===== config.mk =====
export PLATFORM = sky130hd
export DESIGN_NAME = spi_ctrl_top
export DESIGN_NICKNAME = d
export VERILOG_FILES = /design/src/source/spi_ctrl_pkg.sv /design/src/source/spi_apb_regs.sv /design/src/source/spi_xfer_engine.sv /design/src/source/spi_rx_fifo.sv /design/src/source/spi_ctrl_top.sv
export SDC_FILE = /design/constraint.sdc
export NUM_CORES = 1
export LEC_CHECK = 0
export BUFFER_PORTS_ARGS = -buffer_cell sky130_fd_sc_hd__buf_2
export CAP_MARGIN = 0
export CORE_MARGIN = 2
export CORE_UTILIZATION = 59
export CTS_CLUSTER_SIZE = 8
export DETAILED_ROUTE_END_ITERATION = 10
export GPL_TIMING_DRIVEN = 0
export MAX_ROUTING_LAYER = met4
export PLACE_DENSITY = 0.78
export RECOVER_POWER = 100
export SLEW_MARGIN = 5
export SYNTH_ARGS = -nofsm -noshare
export SYNTH_HDL_FRONTEND = slang
export SYNTH_SLANG_ARGS = --single-unit

===== constraint.sdc =====
create_clock -name clk -period 2.8 [get_ports clk]
set_input_delay 0.28 -clock clk [delete_from_list [all_inputs] [get_ports clk]]
set_output_delay 0.28 -clock clk [all_outputs]
set_load 0.05 [all_outputs]

===== src/source/spi_ctrl_pkg.sv =====
// spi_ctrl_pkg: apb register offsets, spi field widths, clock divider and rx fifo sizing
`default_nettype none

package spi_ctrl_pkg;

    // apb slave side
    localparam int apb_addr_w = 4;   // byte offsets 0x0 to 0xf
    localparam int apb_data_w = 32;

    localparam logic [apb_addr_w-1:0] reg_ctrl_off   = 4'h0;  // is_write, start, soft_reset
    localparam logic [apb_addr_w-1:0] reg_write_off  = 4'h4;  // write address and data
    localparam logic [apb_addr_w-1:0] reg_read_off   = 4'h8;  // burst count and start address
    localparam logic [apb_addr_w-1:0] reg_status_off = 4'hc;  // read only

    // chip side framing
    localparam int chip_addr_w = 7;  // 128 registers in the peripheral
    localparam int spi_byte_w  = 8;
    localparam int burst_len_w = 8;  // up to 255 bytes per burst

    // system clocks per spi_clk half period, one spi bit is 2 * clk_div clocks
    localparam int clk_div   = 2;
    localparam int clk_div_w = (clk_div > 1) ? $clog2(clk_div) : 1;

    // receive fifo, depth must stay a power of two for pointer wrap
    localparam int rx_fifo_depth = 16;
    localparam int rx_fifo_aw    = 4;

endpackage

`default_nettype wire


===== src/source/spi_apb_regs.sv =====
// spi_apb_regs: apb slave with ctrl, write, read setup registers, status view and sticky flags
`timescale 1ns/1ps
`default_nettype none

module spi_apb_regs (
    input  logic                                 clk,
    input  logic                                 reset,
    input  logic [spi_ctrl_pkg::apb_addr_w-1:0]  paddr,
    input  logic                                 psel,
    input  logic                                 penable,
    input  logic                                 pwrite,
    input  logic [spi_ctrl_pkg::apb_data_w-1:0]  pwdata,
    output logic [spi_ctrl_pkg::apb_data_w-1:0]  prdata,
    output logic                                 pready,
    output logic                                 pslverr,
    input  logic                                 busy,
    input  logic                                 xfer_done,
    input  logic                                 done_was_write,
    input  logic [spi_ctrl_pkg::spi_byte_w-1:0]  last_rx_byte,
    output logic                                 cmd_start,
    output logic                                 soft_clear,
    output logic                                 is_write,
    output logic [spi_ctrl_pkg::chip_addr_w-1:0] wr_addr,
    output logic [spi_ctrl_pkg::spi_byte_w-1:0]  wr_data,
    output logic [spi_ctrl_pkg::chip_addr_w-1:0] rd_addr,
    output logic [spi_ctrl_pkg::burst_len_w-1:0] rd_count,
    output logic                                 write_complete,
    output logic                                 read_complete
);
    import spi_ctrl_pkg::*;

    logic access;      // apb access phase
    logic wr_access;
    logic addr_err;    // offset beyond STATUS
    logic ctrl_wr;
    logic start_busy;  // start request refused, engine still occupied
    logic start_ok;

    assign access    = psel && penable;
    assign wr_access = access && pwrite;
    assign addr_err  = paddr > reg_status_off;
    assign ctrl_wr   = wr_access && (paddr == reg_ctrl_off);

    // cmd_start still high means the engine has not raised busy yet
    assign start_busy = ctrl_wr && pwdata[1] && (busy || cmd_start);
    assign start_ok   = ctrl_wr && pwdata[1] && !start_busy;

    assign pready  = access;  // zero wait states
    assign pslverr = access && (addr_err || start_busy ||
                                (pwrite && paddr == reg_status_off));

    // read mux, start and soft_reset always read back as 0
    always_comb begin
        prdata = '0;
        case (paddr)
            reg_ctrl_off:   prdata[0] = is_write;
            reg_write_off: begin
                prdata[8 +: chip_addr_w] = wr_addr;
                prdata[0 +: spi_byte_w]  = wr_data;
            end
            reg_read_off: begin
                prdata[8 +: burst_len_w] = rd_count;
                prdata[0 +: chip_addr_w] = rd_addr;
            end
            reg_status_off: begin
                prdata[0 +: spi_byte_w] = last_rx_byte;  // most recent burst byte
                prdata[8]               = write_complete;
                prdata[9]               = read_complete;
                prdata[10]              = busy;
            end
            default:        prdata = '0;
        endcase
    end

    // setup registers and the one-cycle command pulses
    always_ff @(posedge clk) begin
        if (reset) begin
            cmd_start  <= 1'b0;
            soft_clear <= 1'b0;
            is_write   <= 1'b0;
            wr_addr    <= '0;
            wr_data    <= '0;
            rd_addr    <= '0;
            rd_count   <= '0;
        end else begin
            cmd_start  <= start_ok;                     // high in the cycle after the write
            soft_clear <= ctrl_wr && pwdata[2] && !start_busy;
            if (ctrl_wr && !start_busy)
                is_write <= pwdata[0];                  // refused start leaves ctrl alone
            if (wr_access && paddr == reg_write_off) begin
                wr_addr <= pwdata[8 +: chip_addr_w];
                wr_data <= pwdata[0 +: spi_byte_w];
            end
            if (wr_access && paddr == reg_read_off) begin
                rd_count <= pwdata[8 +: burst_len_w];
                rd_addr  <= pwdata[0 +: chip_addr_w];
            end
        end
    end

    // sticky completion flags, cleared by the next accepted start
    always_ff @(posedge clk) begin
        if (reset) begin
            write_complete <= 1'b0;
            read_complete  <= 1'b0;
        end else if (start_ok) begin
            write_complete <= 1'b0;
            read_complete  <= 1'b0;
        end else if (xfer_done) begin
            if (done_was_write) write_complete <= 1'b1;
            else                read_complete  <= 1'b1;
        end
    end

endmodule

`default_nettype wire


===== src/source/spi_xfer_engine.sv =====
// spi_xfer_engine: mode 0 spi master for write frames and burst reads with fifo back-pressure
`timescale 1ns/1ps
`default_nettype none

module spi_xfer_engine (
    input  logic                                 clk,
    input  logic                                 reset,
    input  logic                                 soft_clear,
    input  logic                                 cmd_start,
    input  logic                                 is_write,
    input  logic [spi_ctrl_pkg::chip_addr_w-1:0] wr_addr,
    input  logic [spi_ctrl_pkg::spi_byte_w-1:0]  wr_data,
    input  logic [spi_ctrl_pkg::chip_addr_w-1:0] rd_addr,
    input  logic [spi_ctrl_pkg::burst_len_w-1:0] rd_count,
    input  logic                                 fifo_full,
    input  logic                                 serial_in,
    output logic                                 busy,
    output logic                                 xfer_done,
    output logic                                 done_was_write,
    output logic [spi_ctrl_pkg::spi_byte_w-1:0]  last_rx_byte,
    output logic                                 rx_push,
    output logic [spi_ctrl_pkg::spi_byte_w-1:0]  rx_byte,
    output logic                                 spi_cs_n,
    output logic                                 spi_clk,
    output logic                                 serial_out
);
    import spi_ctrl_pkg::*;

    typedef enum logic [2:0] {st_idle, st_cmd, st_wr, st_rd, st_stall} state_t;

    state_t                 state;
    logic [clk_div_w-1:0]   div_cnt;     // clocks spent in the current half period
    logic [2:0]             bit_cnt;     // bit within the byte, msb first
    logic [spi_byte_w-1:0]  shift_out;
    logic [spi_byte_w-1:0]  shift_in;
    logic [spi_byte_w-1:0]  wr_hold;     // data byte, latched at start
    logic [burst_len_w-1:0] bytes_left;
    logic                   tail;        // frame is over, stall holds the closing cycle
    logic                   shifting;
    logic                   half_end;
    logic                   rise;
    logic                   fall;
    logic                   byte_end;
    logic                   last_rise;

    assign shifting  = state inside {st_cmd, st_wr, st_rd};
    assign half_end  = shifting && (div_cnt == clk_div_w'(clk_div - 1));
    assign rise      = half_end && !spi_clk;
    assign fall      = half_end && spi_clk;
    assign byte_end  = fall && (bit_cnt == 3'd7);             // last falling edge of a byte
    assign last_rise = rise && (state == st_rd) && (bit_cnt == 3'd7);

    assign busy         = state != st_idle;
    assign spi_cs_n     = state == st_idle;
    assign serial_out   = busy && shift_out[spi_byte_w-1];
    assign last_rx_byte = rx_byte;                             // status keeps the newest byte

    // sequencing, spi clock and strobes
    always_ff @(posedge clk) begin
        if (reset || soft_clear) begin
            state          <= st_idle;
            div_cnt        <= '0;
            spi_clk        <= 1'b0;
            bit_cnt        <= '0;
            tail           <= 1'b0;
            xfer_done      <= 1'b0;
            done_was_write <= 1'b0;
            rx_push        <= 1'b0;
        end else begin
            xfer_done <= 1'b0;
            rx_push   <= last_rise;                            // one clock after 8th rising edge
            if (half_end) begin
                div_cnt <= '0;
                spi_clk <= ~spi_clk;
            end else if (shifting) begin
                div_cnt <= div_cnt + 1'b1;
            end
            if (fall)
                bit_cnt <= bit_cnt + 1'b1;                     // wraps to 0 at byte end
            case (state)
                st_idle: if (cmd_start) begin
                    done_was_write <= is_write;                // transfer type for the flags
                    if (is_write || rd_count != '0)
                        state <= st_cmd;
                    else
                        xfer_done <= 1'b1;                     // empty burst ends at once
                end
                st_cmd: if (byte_end) begin
                    if (done_was_write) state <= st_wr;
                    else if (fifo_full) state <= st_stall;     // no room for the first byte
                    else                state <= st_rd;
                end
                st_wr: if (byte_end) begin
                    tail  <= 1'b1;
                    state <= st_stall;
                end
                st_rd: if (byte_end) begin
                    if (bytes_left == burst_len_w'(1)) begin
                        tail  <= 1'b1;
                        state <= st_stall;
                    end else if (fifo_full) begin
                        state <= st_stall;                     // wait at the byte boundary
                    end
                end
                st_stall: begin                                // spi_clk low, cs still low
                    if (tail) begin
                        tail      <= 1'b0;
                        xfer_done <= 1'b1;
                        state     <= st_idle;
                    end else if (!fifo_full) begin
                        state <= st_rd;
                    end
                end
                default: state <= st_idle;
            endcase
        end
    end

    // shift registers, changed on falling edges and sampled on rising edges
    always_ff @(posedge clk) begin
        if (state == st_idle && cmd_start) begin
            shift_out  <= is_write ? {1'b0, wr_addr} : {1'b1, rd_addr};  // command byte
            wr_hold    <= wr_data;
            bytes_left <= rd_count;
        end else if (byte_end) begin
            shift_out <= (state == st_cmd && done_was_write) ? wr_hold : '0;
            if (state == st_rd)
                bytes_left <= bytes_left - 1'b1;
        end else if (fall) begin
            shift_out <= {shift_out[spi_byte_w-2:0], 1'b0};
        end
        if (rise)
            shift_in <= {shift_in[spi_byte_w-2:0], serial_in};
    end

    // received byte, kept through soft reset for the status view
    always_ff @(posedge clk) begin
        if (reset)
            rx_byte <= '0;
        else if (last_rise)
            rx_byte <= {shift_in[spi_byte_w-2:0], serial_in};
    end

endmodule

`default_nettype wire


===== src/source/spi_rx_fifo.sv =====
// spi_rx_fifo: first-word-fall-through byte fifo with occupancy count, full and empty flags
`timescale 1ns/1ps
`default_nettype none

module spi_rx_fifo (
    input  logic                                clk,
    input  logic                                reset,
    input  logic                                soft_clear,
    input  logic                                rx_push,
    input  logic [spi_ctrl_pkg::spi_byte_w-1:0] rx_byte,
    input  logic                                fifo_rd_en,
    output logic [spi_ctrl_pkg::spi_byte_w-1:0] fifo_dout,
    output logic                                fifo_not_empty,
    output logic                                fifo_full
);
    import spi_ctrl_pkg::*;

    logic [spi_byte_w-1:0] mem [rx_fifo_depth];
    logic [rx_fifo_aw-1:0] wr_ptr;
    logic [rx_fifo_aw-1:0] rd_ptr;
    logic [rx_fifo_aw:0]   count;   // one extra bit to tell full from empty
    logic                  pop;

    assign pop            = fifo_rd_en && fifo_not_empty;  // pop on empty is ignored
    assign fifo_not_empty = count != '0;
    assign fifo_full      = count == (rx_fifo_aw + 1)'(rx_fifo_depth);
    assign fifo_dout      = mem[rd_ptr];                   // head shown without latency

    // pointers and count, the engine never pushes while full
    always_ff @(posedge clk) begin
        if (reset || soft_clear) begin
            wr_ptr <= '0;
            rd_ptr <= '0;
            count  <= '0;
        end else begin
            if (rx_push) wr_ptr <= wr_ptr + 1'b1;
            if (pop)     rd_ptr <= rd_ptr + 1'b1;
            case ({rx_push, pop})
                2'b10:   count <= count + 1'b1;
                2'b01:   count <= count - 1'b1;
                default: count <= count;           // both or neither
            endcase
        end
    end

    // storage
    always_ff @(posedge clk) begin
        if (rx_push)
            mem[wr_ptr] <= rx_byte;
    end

endmodule

`default_nettype wire


===== src/source/spi_ctrl_top.sv =====
// spi_ctrl_top: apb register block, spi transaction engine and receive fifo
`timescale 1ns/1ps
`default_nettype none

module spi_ctrl_top (
    input  logic                                clk,
    input  logic                                reset,
    input  logic [spi_ctrl_pkg::apb_addr_w-1:0] paddr,
    input  logic                                psel,
    input  logic                                penable,
    input  logic                                pwrite,
    input  logic [spi_ctrl_pkg::apb_data_w-1:0] pwdata,
    output logic [spi_ctrl_pkg::apb_data_w-1:0] prdata,
    output logic                                pready,
    output logic                                pslverr,
    output logic                                spi_cs_n,
    output logic                                spi_clk,
    output logic                                serial_out,
    input  logic                                serial_in,
    input  logic                                fifo_rd_en,
    output logic [spi_ctrl_pkg::spi_byte_w-1:0] fifo_dout,
    output logic                                fifo_not_empty,
    output logic                                fifo_full,
    output logic                                write_complete,
    output logic                                read_complete
);
    import spi_ctrl_pkg::*;

    // register block to engine
    logic                   cmd_start;
    logic                   soft_clear;   // also empties the fifo
    logic                   is_write;
    logic [chip_addr_w-1:0] wr_addr;
    logic [spi_byte_w-1:0]  wr_data;
    logic [chip_addr_w-1:0] rd_addr;
    logic [burst_len_w-1:0] rd_count;
    // engine back to register block and fifo
    logic                   busy;
    logic                   xfer_done;
    logic                   done_was_write;
    logic [spi_byte_w-1:0]  last_rx_byte;
    logic                   rx_push;
    logic [spi_byte_w-1:0]  rx_byte;

    spi_apb_regs i_regs (
        .clk, .reset, .paddr, .psel, .penable, .pwrite, .pwdata,
        .prdata, .pready, .pslverr,
        .busy, .xfer_done, .done_was_write, .last_rx_byte,
        .cmd_start, .soft_clear, .is_write, .wr_addr, .wr_data, .rd_addr, .rd_count,
        .write_complete, .read_complete
    );

    spi_xfer_engine i_engine (
        .clk, .reset, .soft_clear, .cmd_start, .is_write,
        .wr_addr, .wr_data, .rd_addr, .rd_count, .fifo_full, .serial_in,
        .busy, .xfer_done, .done_was_write, .last_rx_byte, .rx_push, .rx_byte,
        .spi_cs_n, .spi_clk, .serial_out
    );

    spi_rx_fifo i_fifo (
        .clk, .reset, .soft_clear, .rx_push, .rx_byte, .fifo_rd_en,
        .fifo_dout, .fifo_not_empty, .fifo_full
    );

endmodule

`default_nettype wire


# After elaboration in Yosys (flattened, before gate mapping)
# Memories as Yosys holds them, arrays and structs flattened. A register that Yosys moved wholly into a read port is not among the register bits.
# Cells that the tools add are included.
# classes
div,0
n_eq_ne,20
n_reduce_logical,49
multipliers,0
n_shift,0
n_bitwise,2
n_lt_le_gt_ge,1
mux,39
addsub,7
# op_table
operator,count
8-bit 2-to-1 mux,8
3-bit 2-to-1 mux,11
1-bit logical AND,23
6-bit case mux with 3 select lines,1
3-bit case mux with 5 select lines,1
3-bit nonzero test,4
2-bit by 1-bit != test with 1-bit output (second input constant),5
5-bit case mux with 2 select lines,1
1-bit 2-to-1 mux,9
3-bit case mux with 3 select lines,1
4-bit by 1-bit adder with 4-bit output (second input constant),2
4-bit equality test (second input constant),2
8-bit by 1-bit equality test with 1-bit output (second input constant),1
4-bit 2-to-1 mux,2
4-bit case mux with 2 select lines,1
2-bit AND reduction,4
8-bit nonzero test,1
8-bit by 1-bit subtractor with 8-bit output (second input constant),1
7-bit AND reduction,1
3-bit by 2-bit equality test with 1-bit output (second input constant),2
3-bit equality test (second input constant),2
2-bit nonzero test,3
5-bit by 1-bit adder with 5-bit output (second input constant),1
5-bit equality test (second input constant),1
other kinds (22),30
# word_totals
latchBits,0
regBits,99
out_inout_bits,49
ramBits,128
memories,1
in_bits,43
word_cells,144
mem_bits_ro,0
# mem_list
memory,words,word_bits,rd,rd_ports_with_merged_regs,write_ports,line,text
i_fifo.mem,16,8,1,1,1,spi_rx_fifo.sv:18,logic [spi_byte_w-1:0] mem [rx_fifo_depth];

# Logic depth before layout (Yosys ltp)
# logic_depth
ltp_word,8
ltp_mapped,11
depth_no_buf,10

# Hierarchy
# Synthesis repeated with hierarchy kept, for this count alone.
# unflattened
cells_unflattened,754
area_unflattened_um2,10273.6
# by_module_without_submodules
module,cells_per_inst,seq_area_each_um2,area_per_inst_um2,instances
spi_rx_fifo,316,4184.0,5820.6,1
spi_xfer_engine,212,1331.3,2441.1,1
spi_apb_regs,226,700.7,2011.9,1

# Least setup slack after synthesis
# OpenSTA, ideal clock, no wires.
# synth_timing
path_kind,register to register
from,reg i_fifo.count[1]
to,reg i_fifo.count[4]
setup_ps,71
period_less_slack_ps,2560
setup_slack_ps,240
required_time_ps,2729
n_path_buf,1
stages_incl_launch_ff,12
arrival_time_ps,2489
cell_sequence,dfxtp_1 -> buf_2 -> nor4_2 -> a21boi_1 -> ha_1 -> xor2_1 -> ha_1 -> a211o_1 -> a21oi_1 -> a221oi_1 -> or3_1 -> a21oi_1
# synth_between
elab_chain_len,4
word_cells_on_any_way,8
cone_classes,2 x add/sub; 2 x eq/ne; 1 x mux; 3 x reduce/logical
# synth_lines
item,line,text
from (decl),spi_rx_fifo.sv:21,logic [rx_fifo_aw:0] count;
from (signal assigned),spi_rx_fifo.sv:39,2'b10: count <= count + 1'b1;
from (signal assigned),spi_rx_fifo.sv:40,2'b01: count <= count - 1'b1;
from (signal assigned),spi_rx_fifo.sv:41,default: count <= count;
branches (longest 4 deep; another with 5-bit by 1-bit subtractor with 5-bit output),--,
# Parallel ways; which one is timed is not known.
# A chain may end at the register's enable or synchronous reset.

==> flow_summary.ini <==
[timing]
final.period_utilization_pct = 98.2
holdWs_ps = 18.1
finalCriticalPeriod_ps = 2750
rsz0062_at_grt = true
slew_violations = 0
finalSetupViolCount = 0
hold_viol_final = 0
relSlewSlack_pct = 20.0
fmax_mhz = 364
timing.final.ws_setup_ps = 49.7
skew_ps = 25.7
tightest_slew_ps = 1190

[synth]
synthArstFlopShare_pct = 0
ys_seq_elements = 231
synth-edff-count = 159
synth_area_um2 = 9970
yosysSeqAreaShare_pct = 62.3
synth-main-ff-cell = edfxtp_1
synth_cell_types = 55
syn_area_per_cell_um2 = 13.8
synthCells = 725
yosys_warnings = 0

[layout]
synthToLayoutAreaGrowth_pct = 15.8
multi_input_area_um2 = 3430
drive_gt1_share_pct = 15.6
nets = 889
mostFrequentLayoutCell = edfxtp_1
n_fill_cell = 1144
regArea_um2 = 6220
antenna_cells = 0
final_cell_mix = edfxtp_1 (159), clkbuf_1 (76), nor2_1 (76), dfxtp_1 (71), nand2_1 (64)

[power]
powerDensity_nw_per_um2 = 687
p_leak_nw = 3.96
ir_drop_v = 0.000530

[worst_setup_path]
path_delay_family = multiplexers
crit_fanout = 10
worstSetupPathDepth = 5
crit_top_cell = buf_6
slowest_delay_ps = 590
arrival_ps = 2470
worstSetupPathType = reg2out
reg2reg_to = i_fifo.count[4]$_SDFFE_PP0P_
path_buf_inv = 3
worstSetupEndpoint = fifo_dout[0]
cp_slowest_cell = mux4_1
r2r_cells = 11
cp-end-kind = output port
regToRegStartpoint = i_fifo.count[1]$_SDFFE_PP0P_
required_ps = 2520
path_cells = buf_6, buf_6, mux4_1, mux4_2, clkbuf_2
reg2reg_slack_ps = 160
crit_path_start_kind = register

[cts]
cts-root-buf = clkbuf_16
clock_sinks = 231
clock_path_buffers = 3
path_clk_slew_ps = 50
htree_num_levels = 2
cts_tree = built
postCtsSetupRepairBufs = 0
clk_latency_ps = 520
cts_made_buffers = 34

[run]
drv_cap = 0

[drt]
highest_layer = met4
wl_met3_mm = 1.26
route.met2.wl_mm = 11.9
vias = 6332
drtIter0Drc = 525
drc_errors = 0
drt-met1-wl_mm = 9.10
routed_via_density = 5.87
routedWlPerCell_um = 21.1
routed_wl_mm = 22.8
ant_nets = 0
firstDrtPassIters = 5

[global_routing]
grt.total_usage_pct = 27.1
overflow = 0
grt_max_degree = 19
grt_pass1_wl_mm = 35.6
antenna_found_initial = 0
first_global_vias = 6407

[placed_design]
place.gp.congestion = 0.945
place_hpwl_mm = 14.7
dpl_worst_slack_ps = -103
place.port_buffers = 56

[min_path]
min_path_type = in2reg
min_path_cells = 3

[floorplan]
num_rows = 47
io-pin-count = 92
start_util_pct = 60.1
die_height_um = 134
die_w_um = 134
core_um2 = 16600
dieArea_um2 = 18000

[status]
status = finished clean
## per-stage QoR
step                setup TNS (ps)  util (%)  total power, mW  cell area [um^2]  std cells
global placement                 0      63.8             4.20             10600       1016
finish                           0      69.7             7.94             11600       1079
floorplan                        0         -             4.11             10000        740
global route                 -3.63      69.7             8.16             11600       1079
CTS                              0      70.0             7.98             11600       1079
detailed placement            -103      63.8             4.22             10600       1016
## logic make-up after synthesis
family | synth area share [%]
other cells | 0.0376
simple gates | 10.5
xor+xnor | 1.67
compound gates | 5.46
flops | 62.3
fa+ha+maj | 1.63
mux | 14.5
buf+inv | 3.83
## Yosys cell counts, types with 5 or more instances
cell type,n,area [um^2]
mux4_2,13,293
inv_1,13,48.8
nand3_1,13,65.1
buf_4,17,128
nor3_1,8,40.0
a31oi_1,8,50.1
mux2i_1,33,330
dfxtp_1,72,1440
clkbuf_1,22,82.6
buf_1,6,22.5
a22oi_1,14,105
nor2_1,75,282
a21oi_1,30,150
xor2_1,11,96.3
a211oi_1,8,60.1
mux4_1,28,736
edfxtp_1,159,4770
nand2_1,64,240
buf_2,8,40.0
mux2_2,8,90.1
and2_1,20,125
nand4_1,5,31.3
ha_1,13,163
o21ai_0,13,65.1
xnor2_1,8,70.1
nor2b_1,9,56.3
## routing by layer
layer | global-route usage, % | vias to the layer above
met4 | 9.01 | 0
met5 | - | -
met1 | 33.2 | 3128
li1 | - | 2905
met2 | 46.1 | 259
met3 | 5.03 | 40
## worst register-to-register path: stages (launching register included)
cell and delay (ps):
dfxtp_1 290, buf_2 170, nor4_4 380, a21boi_4 160, ha_4 220, xor2_1 150, ha_1 230, a211o_1 280
a21oi_1 150, a221oi_1 70, or3_1 320, a21oi_1 140
## repair_timing
action | CTS | global route
endpoints found under the setup margin | 9 | 6
hold buffers | 1 | 0
endpoints found under the hold margin | 1 | 0
resized for setup | 7 | 12
## registers in the layout, summed over array words and instances (netlist names), 8 cells and up, named ones only
signal and flops:
i_engine.wr_hold 8, i_engine.bytes_left 8, i_regs.rd_count 8, i_regs.wr_data 8
i_fifo.mem 128, i_engine.last_rx_byte 8, i_engine.shift_out 8
## layout make-up
type / count / area share [%]
Buffer: 58 / 2.78
Clock buffer: 60 / 8.39
Clock inverter: 2 / 0.249
Inverter: 13 / 0.422
Multi-Input combinational cell: 438 / 29.7
Sequential cell: 231 / 53.8
Tap cell: 220 / 2.38
Timing Repair Buffer: 57 / 2.31
## worst min-delay path by stage
stage	from	to	slack (ps)
floorplan	serial_in	i_engine.shift_in[0]$_DFFE_PN_	380
global placement	i_engine.shift_in[4]$_DFFE_PN_	i_engine.shift_in[5]$_DFFE_PN_	430
detailed placement	i_engine.shift_in[4]$_DFFE_PN_	i_engine.shift_in[5]$_DFFE_PN_	440
CTS	pwdata[5]	i_regs.wr_data[5]$_SDFFE_PP0P_	5
global route	pwdata[5]	i_regs.wr_data[5]$_SDFFE_PP0P_	20
finish	pwdata[5]	i_regs.wr_data[5]$_SDFFE_PP0P_	20
## power by group
part           switching [mW]  internal, mW  total, mW
sequential             0.0203          3.66       3.68
combinational           0.347         0.139      0.486
clock                    1.43          2.34       3.77
Note: power is estimated with default switching activity, not from simulation.
